`src/hw/rv_core_defines.svh`:
```
`ifndef RV_CORE_DEFINES_SVH
`define RV_CORE_DEFINES_SVH

// datapath and register file sizes
`define XLEN        32
`define REG_COUNT   32
`define REG_AW      5

// instruction word fields
`define F_OPCODE    6:0
`define F_RD        11:7
`define F_FUNCT3    14:12
`define F_RS1       19:15
`define F_RS2       24:20
`define F_FUNCT7    31:25

// major opcodes kept in this core
`define OPC_OP      7'b0110011
`define OPC_OP_IMM  7'b0010011
`define OPC_LUI     7'b0110111
`define OPC_AUIPC   7'b0010111
`define OPC_JAL     7'b1101111
`define OPC_JALR    7'b1100111
`define OPC_BRANCH  7'b1100011

`endif

```
`src/hw/rv_core_pkg.sv`:
```
`include "rv_core_defines.svh"

package rv_core_pkg;

    typedef enum logic [6:0] {
        OPC_OP     = `OPC_OP,
        OPC_OP_IMM = `OPC_OP_IMM,
        OPC_LUI    = `OPC_LUI,
        OPC_AUIPC  = `OPC_AUIPC,
        OPC_JAL    = `OPC_JAL,
        OPC_JALR   = `OPC_JALR,
        OPC_BRANCH = `OPC_BRANCH
    } opcode_e;

    typedef enum logic [3:0] {
        ALU_ADD,
        ALU_SUB,
        ALU_SLL,
        ALU_SLT,
        ALU_SLTU,
        ALU_XOR,
        ALU_SRL,
        ALU_SRA,
        ALU_OR,
        ALU_AND,
        ALU_PASS_B
    } alu_op_e;

    typedef enum logic [1:0] {OPA_RS1, OPA_PC, OPA_ZERO} opa_sel_e;

    typedef enum logic [0:0] {OPB_RS2, OPB_IMM} opb_sel_e;

    typedef enum logic [1:0] {BR_NONE, BR_COND, BR_JAL, BR_JALR} br_kind_e;

    // values follow the branch funct3 field
    typedef enum logic [2:0] {
        BR_BEQ  = 3'd0,
        BR_BNE  = 3'd1,
        BR_BLT  = 3'd4,
        BR_BGE  = 3'd5,
        BR_BLTU = 3'd6,
        BR_BGEU = 3'd7
    } br_cond_e;

endpackage

```
`src/hw/operand_forward.sv`:
```
`timescale 1ns/1ns
`include "rv_core_defines.svh"

module operand_forward (
    input  logic [`REG_AW-1:0] rs_addr,
    input  logic [`XLEN-1:0]   rf_data,
    input  logic               wb_we,
    input  logic [`REG_AW-1:0] wb_rd,
    input  logic [`XLEN-1:0]   wb_data,
    output logic [`XLEN-1:0]   src_data
);

    logic hit;

    // wb_we is already low for rd = x0, so x0 never forwards
    assign hit = wb_we && (wb_rd == rs_addr);

    always_comb begin
        if (hit) begin
            src_data = wb_data;             // result not yet in the register file
        end else begin
            src_data = rf_data;
        end
    end

endmodule

```
`src/hw/rv_core.sv`:
```
`timescale 1ns/1ns
`include "rv_core_defines.svh"

module rv_core import rv_core_pkg::*; (
    input  logic               clk,
    input  logic               arst_n,
    input  logic               req,
    input  logic [`XLEN-1:0]   insn,
    input  logic [`XLEN-1:0]   pc,
    output logic               ack,
    output logic               retire_valid,
    output logic [`REG_AW-1:0] retire_rd,
    output logic               retire_we,
    output logic [`XLEN-1:0]   retire_data,
    output logic               retire_br_taken,
    output logic [`XLEN-1:0]   retire_br_addr,
    output logic               retire_undef
);

    logic [`REG_AW-1:0] rs_addr  [2];
    logic [`XLEN-1:0]   rf_data  [2];
    logic [`XLEN-1:0]   src_data [2];
    logic               id_valid;
    alu_op_e            alu_op;
    opa_sel_e           opa_sel;
    opb_sel_e           opb_sel;
    logic [`XLEN-1:0]   imm;
    logic [`XLEN-1:0]   id_pc;
    br_kind_e           br_kind;
    br_cond_e           br_cond;
    logic [`REG_AW-1:0] rd;
    logic               rd_we;
    logic               undef;
    logic               wb_we;
    logic [`REG_AW-1:0] wb_rd;
    logic [`XLEN-1:0]   wb_data;

    rv_decoder u_decoder (
        .clk      (clk),
        .arst_n   (arst_n),
        .req      (req),
        .insn     (insn),
        .pc       (pc),
        .ack      (ack),
        .rs_addr  (rs_addr),
        .id_valid (id_valid),
        .alu_op   (alu_op),
        .opa_sel  (opa_sel),
        .opb_sel  (opb_sel),
        .imm      (imm),
        .id_pc    (id_pc),
        .br_kind  (br_kind),
        .br_cond  (br_cond),
        .rd       (rd),
        .rd_we    (rd_we),
        .undef    (undef)
    );

    rv_regfile u_regfile (
        .clk     (clk),
        .arst_n  (arst_n),
        .rs_addr (rs_addr),
        .wb_we   (wb_we),
        .wb_rd   (wb_rd),
        .wb_data (wb_data),
        .rf_data (rf_data)
    );

    // one bypass per source operand
    for (genvar i = 0; i < 2; i++) begin : g_fwd
        operand_forward u_fwd (
            .rs_addr  (rs_addr[i]),
            .rf_data  (rf_data[i]),
            .wb_we    (wb_we),
            .wb_rd    (wb_rd),
            .wb_data  (wb_data),
            .src_data (src_data[i])
        );
    end

    rv_execute u_execute (
        .clk             (clk),
        .arst_n          (arst_n),
        .id_valid        (id_valid),
        .alu_op          (alu_op),
        .opa_sel         (opa_sel),
        .opb_sel         (opb_sel),
        .imm             (imm),
        .id_pc           (id_pc),
        .br_kind         (br_kind),
        .br_cond         (br_cond),
        .rd              (rd),
        .rd_we           (rd_we),
        .undef           (undef),
        .src_data        (src_data),
        .wb_we           (wb_we),
        .wb_rd           (wb_rd),
        .wb_data         (wb_data),
        .retire_valid    (retire_valid),
        .retire_rd       (retire_rd),
        .retire_we       (retire_we),
        .retire_data     (retire_data),
        .retire_br_taken (retire_br_taken),
        .retire_br_addr  (retire_br_addr),
        .retire_undef    (retire_undef)
    );

endmodule

```
`src/hw/rv_decoder.sv`:
```
`timescale 1ns/1ns
`include "rv_core_defines.svh"

module rv_decoder import rv_core_pkg::*; (
    input  logic               clk,
    input  logic               arst_n,
    input  logic               req,
    input  logic [`XLEN-1:0]   insn,
    input  logic [`XLEN-1:0]   pc,
    output logic               ack,
    output logic [`REG_AW-1:0] rs_addr [2],
    output logic               id_valid,
    output alu_op_e            alu_op,
    output opa_sel_e           opa_sel,
    output opb_sel_e           opb_sel,
    output logic [`XLEN-1:0]   imm,
    output logic [`XLEN-1:0]   id_pc,
    output br_kind_e           br_kind,
    output br_cond_e           br_cond,
    output logic [`REG_AW-1:0] rd,
    output logic               rd_we,
    output logic               undef
);

    logic [`XLEN-1:0] insn_q;
    logic [`XLEN-1:0] pc_q;
    logic             capture;
    opcode_e          opcode;
    logic [2:0]       funct3;
    logic [6:0]       funct7;
    logic [`XLEN-1:0] imm_i;
    logic [`XLEN-1:0] imm_u;
    logic [`XLEN-1:0] imm_j;
    logic [`XLEN-1:0] imm_b;

    // shared funct3 map of OP and OP-IMM, alt picks sub/sra
    function automatic alu_op_e f3_to_alu(input logic [2:0] f3, input logic alt);
        alu_op_e op;
        case (f3)
            3'd0:    op = alt ? ALU_SUB : ALU_ADD;
            3'd1:    op = ALU_SLL;
            3'd2:    op = ALU_SLT;
            3'd3:    op = ALU_SLTU;
            3'd4:    op = ALU_XOR;
            3'd5:    op = alt ? ALU_SRA : ALU_SRL;
            3'd6:    op = ALU_OR;
            default: op = ALU_AND;
        endcase
        return op;
    endfunction

    assign capture = req && !ack;           // first edge of a new request

    always_ff @(posedge clk or negedge arst_n) begin
        if (!arst_n) begin
            ack      <= 1'b0;
            id_valid <= 1'b0;
        end else begin
            id_valid <= capture;
            if (capture) begin
                ack <= 1'b1;
            end else if (!req) begin
                ack <= 1'b0;                // return to idle phase
            end
        end
    end

    always_ff @(posedge clk) begin
        if (capture) begin
            insn_q <= insn;
            pc_q   <= pc;
        end
    end

    assign opcode     = opcode_e'(insn_q[`F_OPCODE]);
    assign funct3     = insn_q[`F_FUNCT3];
    assign funct7     = insn_q[`F_FUNCT7];
    assign rd         = insn_q[`F_RD];
    assign rs_addr[0] = insn_q[`F_RS1];
    assign rs_addr[1] = insn_q[`F_RS2];
    assign id_pc      = pc_q;

    assign imm_i = {{20{insn_q[31]}}, insn_q[31:20]};
    assign imm_u = {insn_q[31:12], 12'b0};
    assign imm_j = {{12{insn_q[31]}}, insn_q[19:12], insn_q[20], insn_q[30:21], 1'b0};
    assign imm_b = {{20{insn_q[31]}}, insn_q[7], insn_q[30:25], insn_q[11:8], 1'b0};

    always_comb begin
        alu_op  = ALU_ADD;
        opa_sel = OPA_RS1;
        opb_sel = OPB_RS2;
        imm     = '0;
        br_kind = BR_NONE;
        br_cond = br_cond_e'(funct3);
        rd_we   = 1'b0;
        undef   = 1'b0;
        case (opcode)
            OPC_OP: begin
                rd_we  = 1'b1;
                alu_op = f3_to_alu(funct3, funct7[5]);
                if (funct7 == 7'h20) begin
                    undef = (funct3 != 3'd0) && (funct3 != 3'd5);   // only sub and sra
                end else begin
                    undef = (funct7 != 7'h00);
                end
            end
            OPC_OP_IMM: begin
                rd_we   = 1'b1;
                opb_sel = OPB_IMM;
                imm     = imm_i;
                alu_op  = f3_to_alu(funct3, (funct3 == 3'd5) && funct7[5]);
                if (funct3 == 3'd1) begin
                    undef = (funct7 != 7'h00);
                end else if (funct3 == 3'd5) begin
                    undef = (funct7 != 7'h00) && (funct7 != 7'h20);
                end
            end
            OPC_LUI: begin
                rd_we   = 1'b1;
                opa_sel = OPA_ZERO;
                opb_sel = OPB_IMM;
                imm     = imm_u;
                alu_op  = ALU_PASS_B;
            end
            OPC_AUIPC: begin
                rd_we   = 1'b1;
                opa_sel = OPA_PC;           // pc of this very instruction
                opb_sel = OPB_IMM;
                imm     = imm_u;
            end
            OPC_JAL: begin
                rd_we   = 1'b1;
                opa_sel = OPA_PC;           // link value pc + 4
                opb_sel = OPB_IMM;
                imm     = imm_j;            // jump offset, used for the target
                br_kind = BR_JAL;
            end
            OPC_JALR: begin
                rd_we   = 1'b1;
                opa_sel = OPA_PC;
                opb_sel = OPB_IMM;
                imm     = imm_i;
                br_kind = BR_JALR;
                undef   = (funct3 != 3'd0);
            end
            OPC_BRANCH: begin
                imm     = imm_b;
                br_kind = BR_COND;
                undef   = (funct3 == 3'd2) || (funct3 == 3'd3);
            end
            default: begin
                undef = 1'b1;               // unknown major opcode
            end
        endcase

        // an undefined instruction retires with zero data and no side effects
        if (undef) begin
            rd_we   = 1'b0;
            br_kind = BR_NONE;
            alu_op  = ALU_ADD;
            opa_sel = OPA_ZERO;
            opb_sel = OPB_IMM;
            imm     = '0;
        end
        if (rd == '0) begin
            rd_we = 1'b0;                   // x0 is never written
        end
    end

endmodule

```
`src/hw/rv_execute.sv`:
```
`timescale 1ns/1ns
`include "rv_core_defines.svh"

module rv_execute import rv_core_pkg::*; (
    input  logic               clk,
    input  logic               arst_n,
    input  logic               id_valid,
    input  alu_op_e            alu_op,
    input  opa_sel_e           opa_sel,
    input  opb_sel_e           opb_sel,
    input  logic [`XLEN-1:0]   imm,
    input  logic [`XLEN-1:0]   id_pc,
    input  br_kind_e           br_kind,
    input  br_cond_e           br_cond,
    input  logic [`REG_AW-1:0] rd,
    input  logic               rd_we,
    input  logic               undef,
    input  logic [`XLEN-1:0]   src_data [2],
    output logic               wb_we,
    output logic [`REG_AW-1:0] wb_rd,
    output logic [`XLEN-1:0]   wb_data,
    output logic               retire_valid,
    output logic [`REG_AW-1:0] retire_rd,
    output logic               retire_we,
    output logic [`XLEN-1:0]   retire_data,
    output logic               retire_br_taken,
    output logic [`XLEN-1:0]   retire_br_addr,
    output logic               retire_undef
);

    logic [`XLEN-1:0]   op_a;
    logic [`XLEN-1:0]   op_b;
    logic               ex_valid;
    logic               ex_rd_we;
    alu_op_e            ex_alu_op;
    logic [`XLEN-1:0]   ex_a;
    logic [`XLEN-1:0]   ex_b;
    logic [`XLEN-1:0]   ex_src0;
    logic [`XLEN-1:0]   ex_src1;
    logic [`XLEN-1:0]   ex_imm;
    logic [`XLEN-1:0]   ex_pc;
    br_kind_e           ex_br_kind;
    br_cond_e           ex_br_cond;
    logic [`REG_AW-1:0] ex_rd;
    logic               ex_undef;
    logic [`XLEN-1:0]   alu_res;
    logic [`XLEN-1:0]   jalr_sum;
    logic [`XLEN-1:0]   br_addr;
    logic               br_taken;
    logic               cond_true;

    always_comb begin
        case (opa_sel)
            OPA_PC:   op_a = id_pc;
            OPA_ZERO: op_a = '0;
            default:  op_a = src_data[0];
        endcase
    end

    // on jumps imm holds the offset, so the link adds a constant 4
    always_comb begin
        if (opb_sel == OPB_RS2) begin
            op_b = src_data[1];
        end else if ((br_kind == BR_JAL) || (br_kind == BR_JALR)) begin
            op_b = `XLEN'(4);
        end else begin
            op_b = imm;
        end
    end

    always_ff @(posedge clk or negedge arst_n) begin
        if (!arst_n) begin
            ex_valid <= 1'b0;
            ex_rd_we <= 1'b0;
        end else begin
            ex_valid <= id_valid;
            ex_rd_we <= id_valid && rd_we;
        end
    end

    // operands are sampled here while the forwarded value is still present
    always_ff @(posedge clk) begin
        if (id_valid) begin
            ex_alu_op  <= alu_op;
            ex_a       <= op_a;
            ex_b       <= op_b;
            ex_src0    <= src_data[0];
            ex_src1    <= src_data[1];
            ex_imm     <= imm;
            ex_pc      <= id_pc;
            ex_br_kind <= br_kind;
            ex_br_cond <= br_cond;
            ex_rd      <= rd;
            ex_undef   <= undef;
        end
    end

    always_comb begin
        case (ex_alu_op)
            ALU_ADD:    alu_res = ex_a + ex_b;
            ALU_SUB:    alu_res = ex_a - ex_b;
            ALU_SLL:    alu_res = ex_a << ex_b[4:0];
            ALU_SLT:    alu_res = {31'b0, $signed(ex_a) < $signed(ex_b)};
            ALU_SLTU:   alu_res = {31'b0, ex_a < ex_b};
            ALU_XOR:    alu_res = ex_a ^ ex_b;
            ALU_SRL:    alu_res = ex_a >> ex_b[4:0];
            ALU_SRA:    alu_res = $unsigned($signed(ex_a) >>> ex_b[4:0]);
            ALU_OR:     alu_res = ex_a | ex_b;
            ALU_AND:    alu_res = ex_a & ex_b;
            ALU_PASS_B: alu_res = ex_b;     // lui
            default:    alu_res = '0;
        endcase
    end

    always_comb begin
        case (ex_br_cond)
            BR_BEQ:  cond_true = (ex_src0 == ex_src1);
            BR_BNE:  cond_true = (ex_src0 != ex_src1);
            BR_BLT:  cond_true = ($signed(ex_src0) < $signed(ex_src1));
            BR_BGE:  cond_true = ($signed(ex_src0) >= $signed(ex_src1));
            BR_BLTU: cond_true = (ex_src0 < ex_src1);
            BR_BGEU: cond_true = (ex_src0 >= ex_src1);
            default: cond_true = 1'b0;
        endcase
    end

    assign jalr_sum = ex_src0 + ex_imm;

    always_comb begin
        br_taken = 1'b0;
        br_addr  = '0;
        case (ex_br_kind)
            BR_COND: begin
                br_taken = cond_true;
                br_addr  = ex_pc + ex_imm;
            end
            BR_JAL: begin
                br_taken = 1'b1;
                br_addr  = ex_pc + ex_imm;
            end
            BR_JALR: begin
                br_taken = 1'b1;
                br_addr  = {jalr_sum[`XLEN-1:1], 1'b0};   // bit 0 cleared
            end
            default: begin
                br_taken = 1'b0;
            end
        endcase
    end

    always_ff @(posedge clk or negedge arst_n) begin
        if (!arst_n) begin
            retire_valid <= 1'b0;
            wb_we        <= 1'b0;
        end else begin
            retire_valid <= ex_valid;       // one cycle per instruction
            wb_we        <= ex_rd_we;
        end
    end

    always_ff @(posedge clk) begin
        if (ex_valid) begin
            wb_rd           <= ex_rd;
            wb_data         <= alu_res;
            retire_br_taken <= br_taken;
            retire_br_addr  <= br_addr;
            retire_undef    <= ex_undef;
        end
    end

    assign retire_rd   = wb_rd;
    assign retire_we   = wb_we;
    assign retire_data = wb_data;

endmodule

```
`src/hw/rv_regfile.sv`:
```
`timescale 1ns/1ns
`include "rv_core_defines.svh"

module rv_regfile (
    input  logic               clk,
    input  logic               arst_n,
    input  logic [`REG_AW-1:0] rs_addr [2],
    input  logic               wb_we,
    input  logic [`REG_AW-1:0] wb_rd,
    input  logic [`XLEN-1:0]   wb_data,
    output logic [`XLEN-1:0]   rf_data [2]
);

    logic [`XLEN-1:0] regs [`REG_COUNT];

    always_ff @(posedge clk or negedge arst_n) begin
        if (!arst_n) begin
            for (int i = 0; i < `REG_COUNT; i++) begin
                regs[i] <= '0;
            end
        end else if (wb_we) begin
            regs[wb_rd] <= wb_data;         // rd of x0 never arrives here
        end
    end

    // asynchronous read, bypass of the same-cycle write sits outside
    assign rf_data[0] = regs[rs_addr[0]];
    assign rf_data[1] = regs[rs_addr[1]];

endmodule

```
`config.mk`:
```
export PLATFORM = sky130hd
export DESIGN_NAME = rv_core
export DESIGN_NICKNAME = d
export VERILOG_FILES = /design/src/hw/rv_core_pkg.sv /design/src/hw/operand_forward.sv /design/src/hw/rv_core.sv /design/src/hw/rv_decoder.sv /design/src/hw/rv_execute.sv /design/src/hw/rv_regfile.sv
export VERILOG_INCLUDE_DIRS = /design/src /design/src/hw
export SDC_FILE = /design/constraint.sdc
export NUM_CORES = 2
export LEC_CHECK = 0
export BUFFER_PORTS_ARGS = -buffer_cell sky130_fd_sc_hd__clkbuf_2
export CORE_ASPECT_RATIO = 0.6
export CORE_MARGIN = 10
export CORE_UTILIZATION = 45
export CTS_CLUSTER_DIAMETER = 80
export DETAILED_ROUTE_END_ITERATION = 10
export MAX_ROUTING_LAYER = met4
export RECOVER_POWER = 25
export REMOVE_ABC_BUFFERS = 1
export SYNTH_ARGS = -nofsm -noshare
export SYNTH_HDL_FRONTEND = slang
export SYNTH_SLANG_ARGS = --single-unit
```
`constraint.sdc`:
```
create_clock -name clk -period 10.15 [get_ports clk]
set_input_delay 2.03 -clock clk [delete_from_list [all_inputs] [get_ports clk]]
set_output_delay 2.03 -clock clk [all_outputs]
set_load 0.02 [all_outputs]
```
**Word-level counts from Yosys, hierarchy flattened**

Cells that the tools add are included.

- Register bits after elaboration: 1372
- Input bits: 67
- Output and inout bits: 74
- Logic and storage cells: 189

- Add/sub/neg operators: 4
- Order comparisons: 10
- Eq/ne operators: 43
- Shift operators: 3
- Mux-type cells: 42
- Bitwise gates (word level): 6
- Reductions and logical operators: 25

Operators with widths:

| cell | count |
|---|---|
| 1024-bit bitwise mux | 1 |
| 32-bit case mux with 11 select lines | 1 |
| 32-bit binary-select mux with 5-bit select | 2 |
| 32-bit 2-to-1 mux | 10 |
| 32-bit demux with 5-bit select | 1 |
| 32-bit less-than comparator | 4 |
| 32-bit case mux with 2 select lines | 2 |
| 32-bit case mux with 4 select lines | 1 |
| 32-bit adder | 3 |
| 32-bit >= comparator | 2 |
| 4-bit case mux with 7 select lines | 2 |
| 32-bit AND | 1 |
| 32-bit equality test | 1 |
| 32-bit != test | 1 |
| 32-bit OR | 1 |
| 32-bit by 5-bit left shift with 32-bit output | 1 |
| 32-bit by 5-bit right shift with 32-bit output | 1 |
| 32-bit by 5-bit >>> shifter with 32-bit output | 1 |
| 32-bit subtractor | 1 |
| 32-bit XOR | 1 |
| 3-bit equality test, second input constant | 7 |
| 7-bit by 6-bit equality test with 1-bit output, second input constant | 3 |
| 7-bit equality test, second input constant | 3 |
| 6-bit >= comparator, second input constant | 3 |
| 35 further kinds | 79 |

**Depth between registers and ports, before layout**

- Depth in word-level cells: 10
- Mapped depth: 17
- Gate-level depth less buffers: 14

**By module**

Synthesis repeated with hierarchy kept, for this count alone.

- Cells, all modules: 7296
- Area, all modules: 82440.3 um^2

Modules (own cells, without submodules):

| module | instances | cells an instance | area an instance (um^2) | sequential area each (um^2) |
|---|---|---|---|---|
| rv_regfile | 1 | 4605 | 56245.2 | 25624.6 |
| rv_execute | 1 | 2377 | 22096.2 | 8448.1 |
| rv_decoder | 1 | 228 | 2897.8 | 1971.9 |
| operand_forward | 2 | 43 | 600.6 | 0.0 |

**Least setup slack after synthesis**

OpenSTA, ideal clock, no wires.

- Kind: reg-to-reg
- From: register u_decoder.id_valid
- To: register u_execute.ex_rd_we
- Setup time: 0.095 ns
- Data arrival time: 5.379 ns
- Data required time: 10.055 ns
- Slack: 4.676 ns
- Cell stages (with the launch flop): 3
- Buffers on the path: 0
- Clock period less this slack: 5.474 ns
- Path through: dfrtp_1 -> o221ai_1 -> nor2_1

- Cells in the longest elaborated chain, start to end: 1

Ends and longest elaborated chain:

| item | line | text |
|---|---|---|
| from (decl) | rv_decoder.sv:12 | `output logic id_valid,` |
| from (signal assigned) | rv_decoder.sv:59 | `id_valid <= capture;` |
| 1-bit logical AND | rv_execute.sv:77 | `ex_rd_we <= id_valid && rd_we;` |
| to (signal assigned) | rv_execute.sv:77 |  |
| to (decl) | rv_execute.sv:34 | `logic ex_rd_we;` |

No other way between the ends.
A chain may end at the register's enable or synchronous reset.

==> qor.csv <==
stage,metric,value,unit
synthesis,Yosys top cell by area,dfrtp_1,
sta,Worst Tran Pin Value,4.933,ns
synthesis,Synth Flop Type,dfrtp_1,
placement,Post-DP Area,82550,sq um
sta,WHS,0.3695,ns
critical_path,worst path required time,10.90,ns
final_layout,most frequent cells in the layout,"1031 x mux2_2, 1030 x dfrtp_1, 687 x mux4_2, 342 x edfxtp_1, 253 x nor2_1",
floorplanning,Die Area,193800,sq um
critical_path,Critical Path Sink Type,async pin,
clock_tree,CTS buffer count,148,
sta,Final Hold Vio Count,0,
floorplanning,Site Rows,119,
route,wire per inst,35.46,um
sta,Layout Skew,0.08068,ns
sta,fin crit share,62.01,%
synthesis,cells taking the most area after synthesis,"dfrtp_1 33%, mux4_2 20%, mux2_2 15%, edfxtp_1 13%, ha_1 3.1%",
placement,pre-CTS setup slack,5.100,ns
synthesis,post-synth top area share,32.53,%
critical_path,CP arrival,7.04,ns
route,drt first-iter violations,7968,
global_route,initial antenna violation count,21,
route,first-pass iteration count of the detailed router,6,
power_and_ir_drop,PwrDens,142.5,nW/um^2
route,final wirelength,291300,um
sta,RSZ-0062 raised after global routing,no,
floorplanning,Core ar.,175200,sq um
floorplanning,die width,561.7,um
sta,Final min period,6.294,ns
clock_tree,clock sink count,1372,
synthesis,Unique masters post-synth,93,
sta,Final Worst Setup Slack,3.856,ns
job,Max-cap violations,10,
placement,Routability Congestion,1.015,
final_layout,fill count,15042,
synthesis,Mapped Area,79220,sq um
global_route,number of global-route vias before repair,53273,
final_layout,Nets,6002,
clock_tree,cts repair resizes,0,
critical_path,Setup crit start kind,input pin,
clock_tree,CTS tree,done,
clock_tree,Skew-Pair Late Insertion Delay,0.83,ns
placement,input/output buffers,140,
clock_tree,"Reg clk slew, reported paths",0.07,ns
power_and_ir_drop,internal power component,0.009308,W
power_and_ir_drop,register share of total power,46.7,%
final_layout,final instance area,87320,sq um
sta,Slew Limit Fails,366,
global_route,gr usage total,30.02,%
power_and_ir_drop,LEAKAGE,38.13,nW
clock_tree,Post-CTS Setup Repair Bufs,0,
power_and_ir_drop,switch share,25.22,%
floorplanning,num ports,141,
sta,Slew HR,-228.9,%
status,status,"finished, violations left",
global_route,largest net degree at the start of global routing,178,
synthesis,register area share after synthesis,45.50,%
clock_tree,htree depth,4,
critical_path,crit-path max FO,177,
synthesis,syn_area_per_cell,13.66,sq um
route,residual DRC count,0,
power_and_ir_drop,clock network power share,45.7,%
status,failing checks,"capacitance limit, slew limit",
synthesis,"Async S/R FF share, synth",75.07,%
final_layout,share of post-route cells with drive strength above 1,38.43,%
clock_tree,Max Root-Sink Buffers,4,
power_and_ir_drop,Combinational Power Share,7.7,%
critical_path,CP Class,in2async,
route,via density per instance,6.759,
final_layout,"commonest non-fill, non-tap cell in the layout",mux2_2,
placement,post-DP HPWL,189800,um
global_route,global route total overflow,0,
floorplanning,die height,345.0,um
synthesis,synth warn,0,
power_and_ir_drop,VDD IR max,0.0001368,V
power_and_ir_drop,Power Total,0.01245,W
synthesis,Syn Inst Count,5801,
sta,# setup viols final,0,
route,post-route ant nets,0,
clock_tree,CTS Root Cell,clkbuf_16,
synthesis,synthesized flop and latch total,1372,
floorplanning,initial core utilization,45.21,%
global_route,first-pass GRT wire length,413400,um
power_and_ir_drop,Sw Pwr,0.003139,W
clock_tree,CTS hold repair buffers,0,
sta,FMAX,0.1589,GHz
sta,Fin Setup TNS,0,ns
route,via count,55525,
final_layout,Synth-to-Final Area Change,10.22,%
synthesis,Post-synth EDFFs,342,
min_path,class of the worst hold path,reg2reg,
## path summary, 6_finish.rpt
kind | slack [ns] | endpoint | from | cells past startpoint
worst min register to register | 0.37 | u_execute.retire_we$_DFF_PN0_ | u_execute.ex_rd_we$_DFF_PN0_ | 0
min in group asynchronous | 2.99 | u_regfile.regs[613]$_DFFE_PN0P_ | arst_n | 1
worst max-delay path | 3.86 | u_regfile.regs[827]$_DFFE_PN0P_ | arst_n | 3
worst max register to register | 4.20 | u_execute.ex_imm[28]$_DFFE_PP_ | u_decoder.id_valid$_DFF_PN0_ | 2
worst min-delay path | 0.37 | u_execute.retire_we$_DFF_PN0_ | u_execute.ex_rd_we$_DFF_PN0_ | 0
max in group clk | 4.20 | u_execute.ex_imm[28]$_DFFE_PP_ | u_decoder.id_valid$_DFF_PN0_ | 2
## metal layers
metal  vias up  wire (um)  part of all wire, %  global-route usage, %
met4         0       8126                  2.8                  7.599
li1      22318          -                    -                      -
met3       488      32320                   11                  8.181
met5         -          0                    0                      -
met1     29546     131800                   45                  45.37
met2      3173     119100                   41                  39.60
## area by class of cell
type | count | area (sq um) | share of cell area, %
Antenna cell | 12 | 30.03 | 0.03439
Clock buffer | 203 | 4248 | 4.865
Clock inverter | 55 | 699.4 | 0.8010
Inverter | 162 | 608.1 | 0.6964
Multi-Input combinational cell | 3763 | 40820 | 46.75
Sequential cell | 1372 | 36040 | 41.28
Tap cell | 2359 | 2952 | 3.380
Timing Repair Buffer | 289 | 1914 | 2.192
## logic make-up after synthesis
family / synth area share (%)
AOI/OAI and AO/OA: 7.379
xor gates and xnor gates: 0.7075
adders and majority gates: 3.181
buffers and inverters: 3.209
DFF: 45.50
muxes: 35.49
and+or+nand+nor: 4.541
## synthesized netlist by cell type (all sizes together), types with 151 or more instances
| master | instances |
|---|---|
| ha | 195 |
| a21oi | 222 |
| nor2 | 257 |
| buf | 151 |
| nand2 | 249 |
| clkbuf | 353 |
| mux4 | 687 |
| edfxtp | 342 |
| o21ai | 233 |
| mux2 | 1031 |
| dfrtp | 1030 |
| inv | 161 |
## metrics by stage
stage,util [%],instances
2_1_floorplan,-,5297
3_3_place_gp,47.11,7945
3_5_place_dp,47.11,7945
4_1_cts,49.93,8203
5_1_grt,49.83,8215
6_report,49.83,8215
## worst max-delay path: stages
cell and delay (ns):
clkbuf_1 3.39, buf_12 0.42, buf_12 0.67
## state kept, by name, summed over array words and instances (netlist names), 2 cells and up
register	cells
u_execute.retire_br_addr	32
u_execute.ex_b	32
u_execute.ex_src0	32
u_execute.retire_rd	5
u_execute.ex_br_cond	3
u_execute.ex_src1	32
u_execute.retire_data	32
u_execute.ex_rd	5
u_execute.ex_pc	32
u_regfile.regs	1024
u_execute.ex_br_kind	2
u_execute.ex_imm	32
u_execute.ex_a	32
u_execute.ex_alu_op	4
u_decoder.insn_q	32
u_decoder.id_pc	32
## power groups by stage
stage | Sequential (W) | Clock (W) | Combinational, W
CTS | 0.00580 | 0.00576 | 0.000943
global route | 0.00581 | 0.00599 | 0.00102
detailed placement | 0.00591 | 0 | 0.000939
global placement | 0.00591 | 0 | 0.000941
finish | 0.00581 | 0.00568 | 0.000954
floorplan | 0.00601 | 0 | 0.000417
Note: power is estimated with default switching activity, not from simulation.
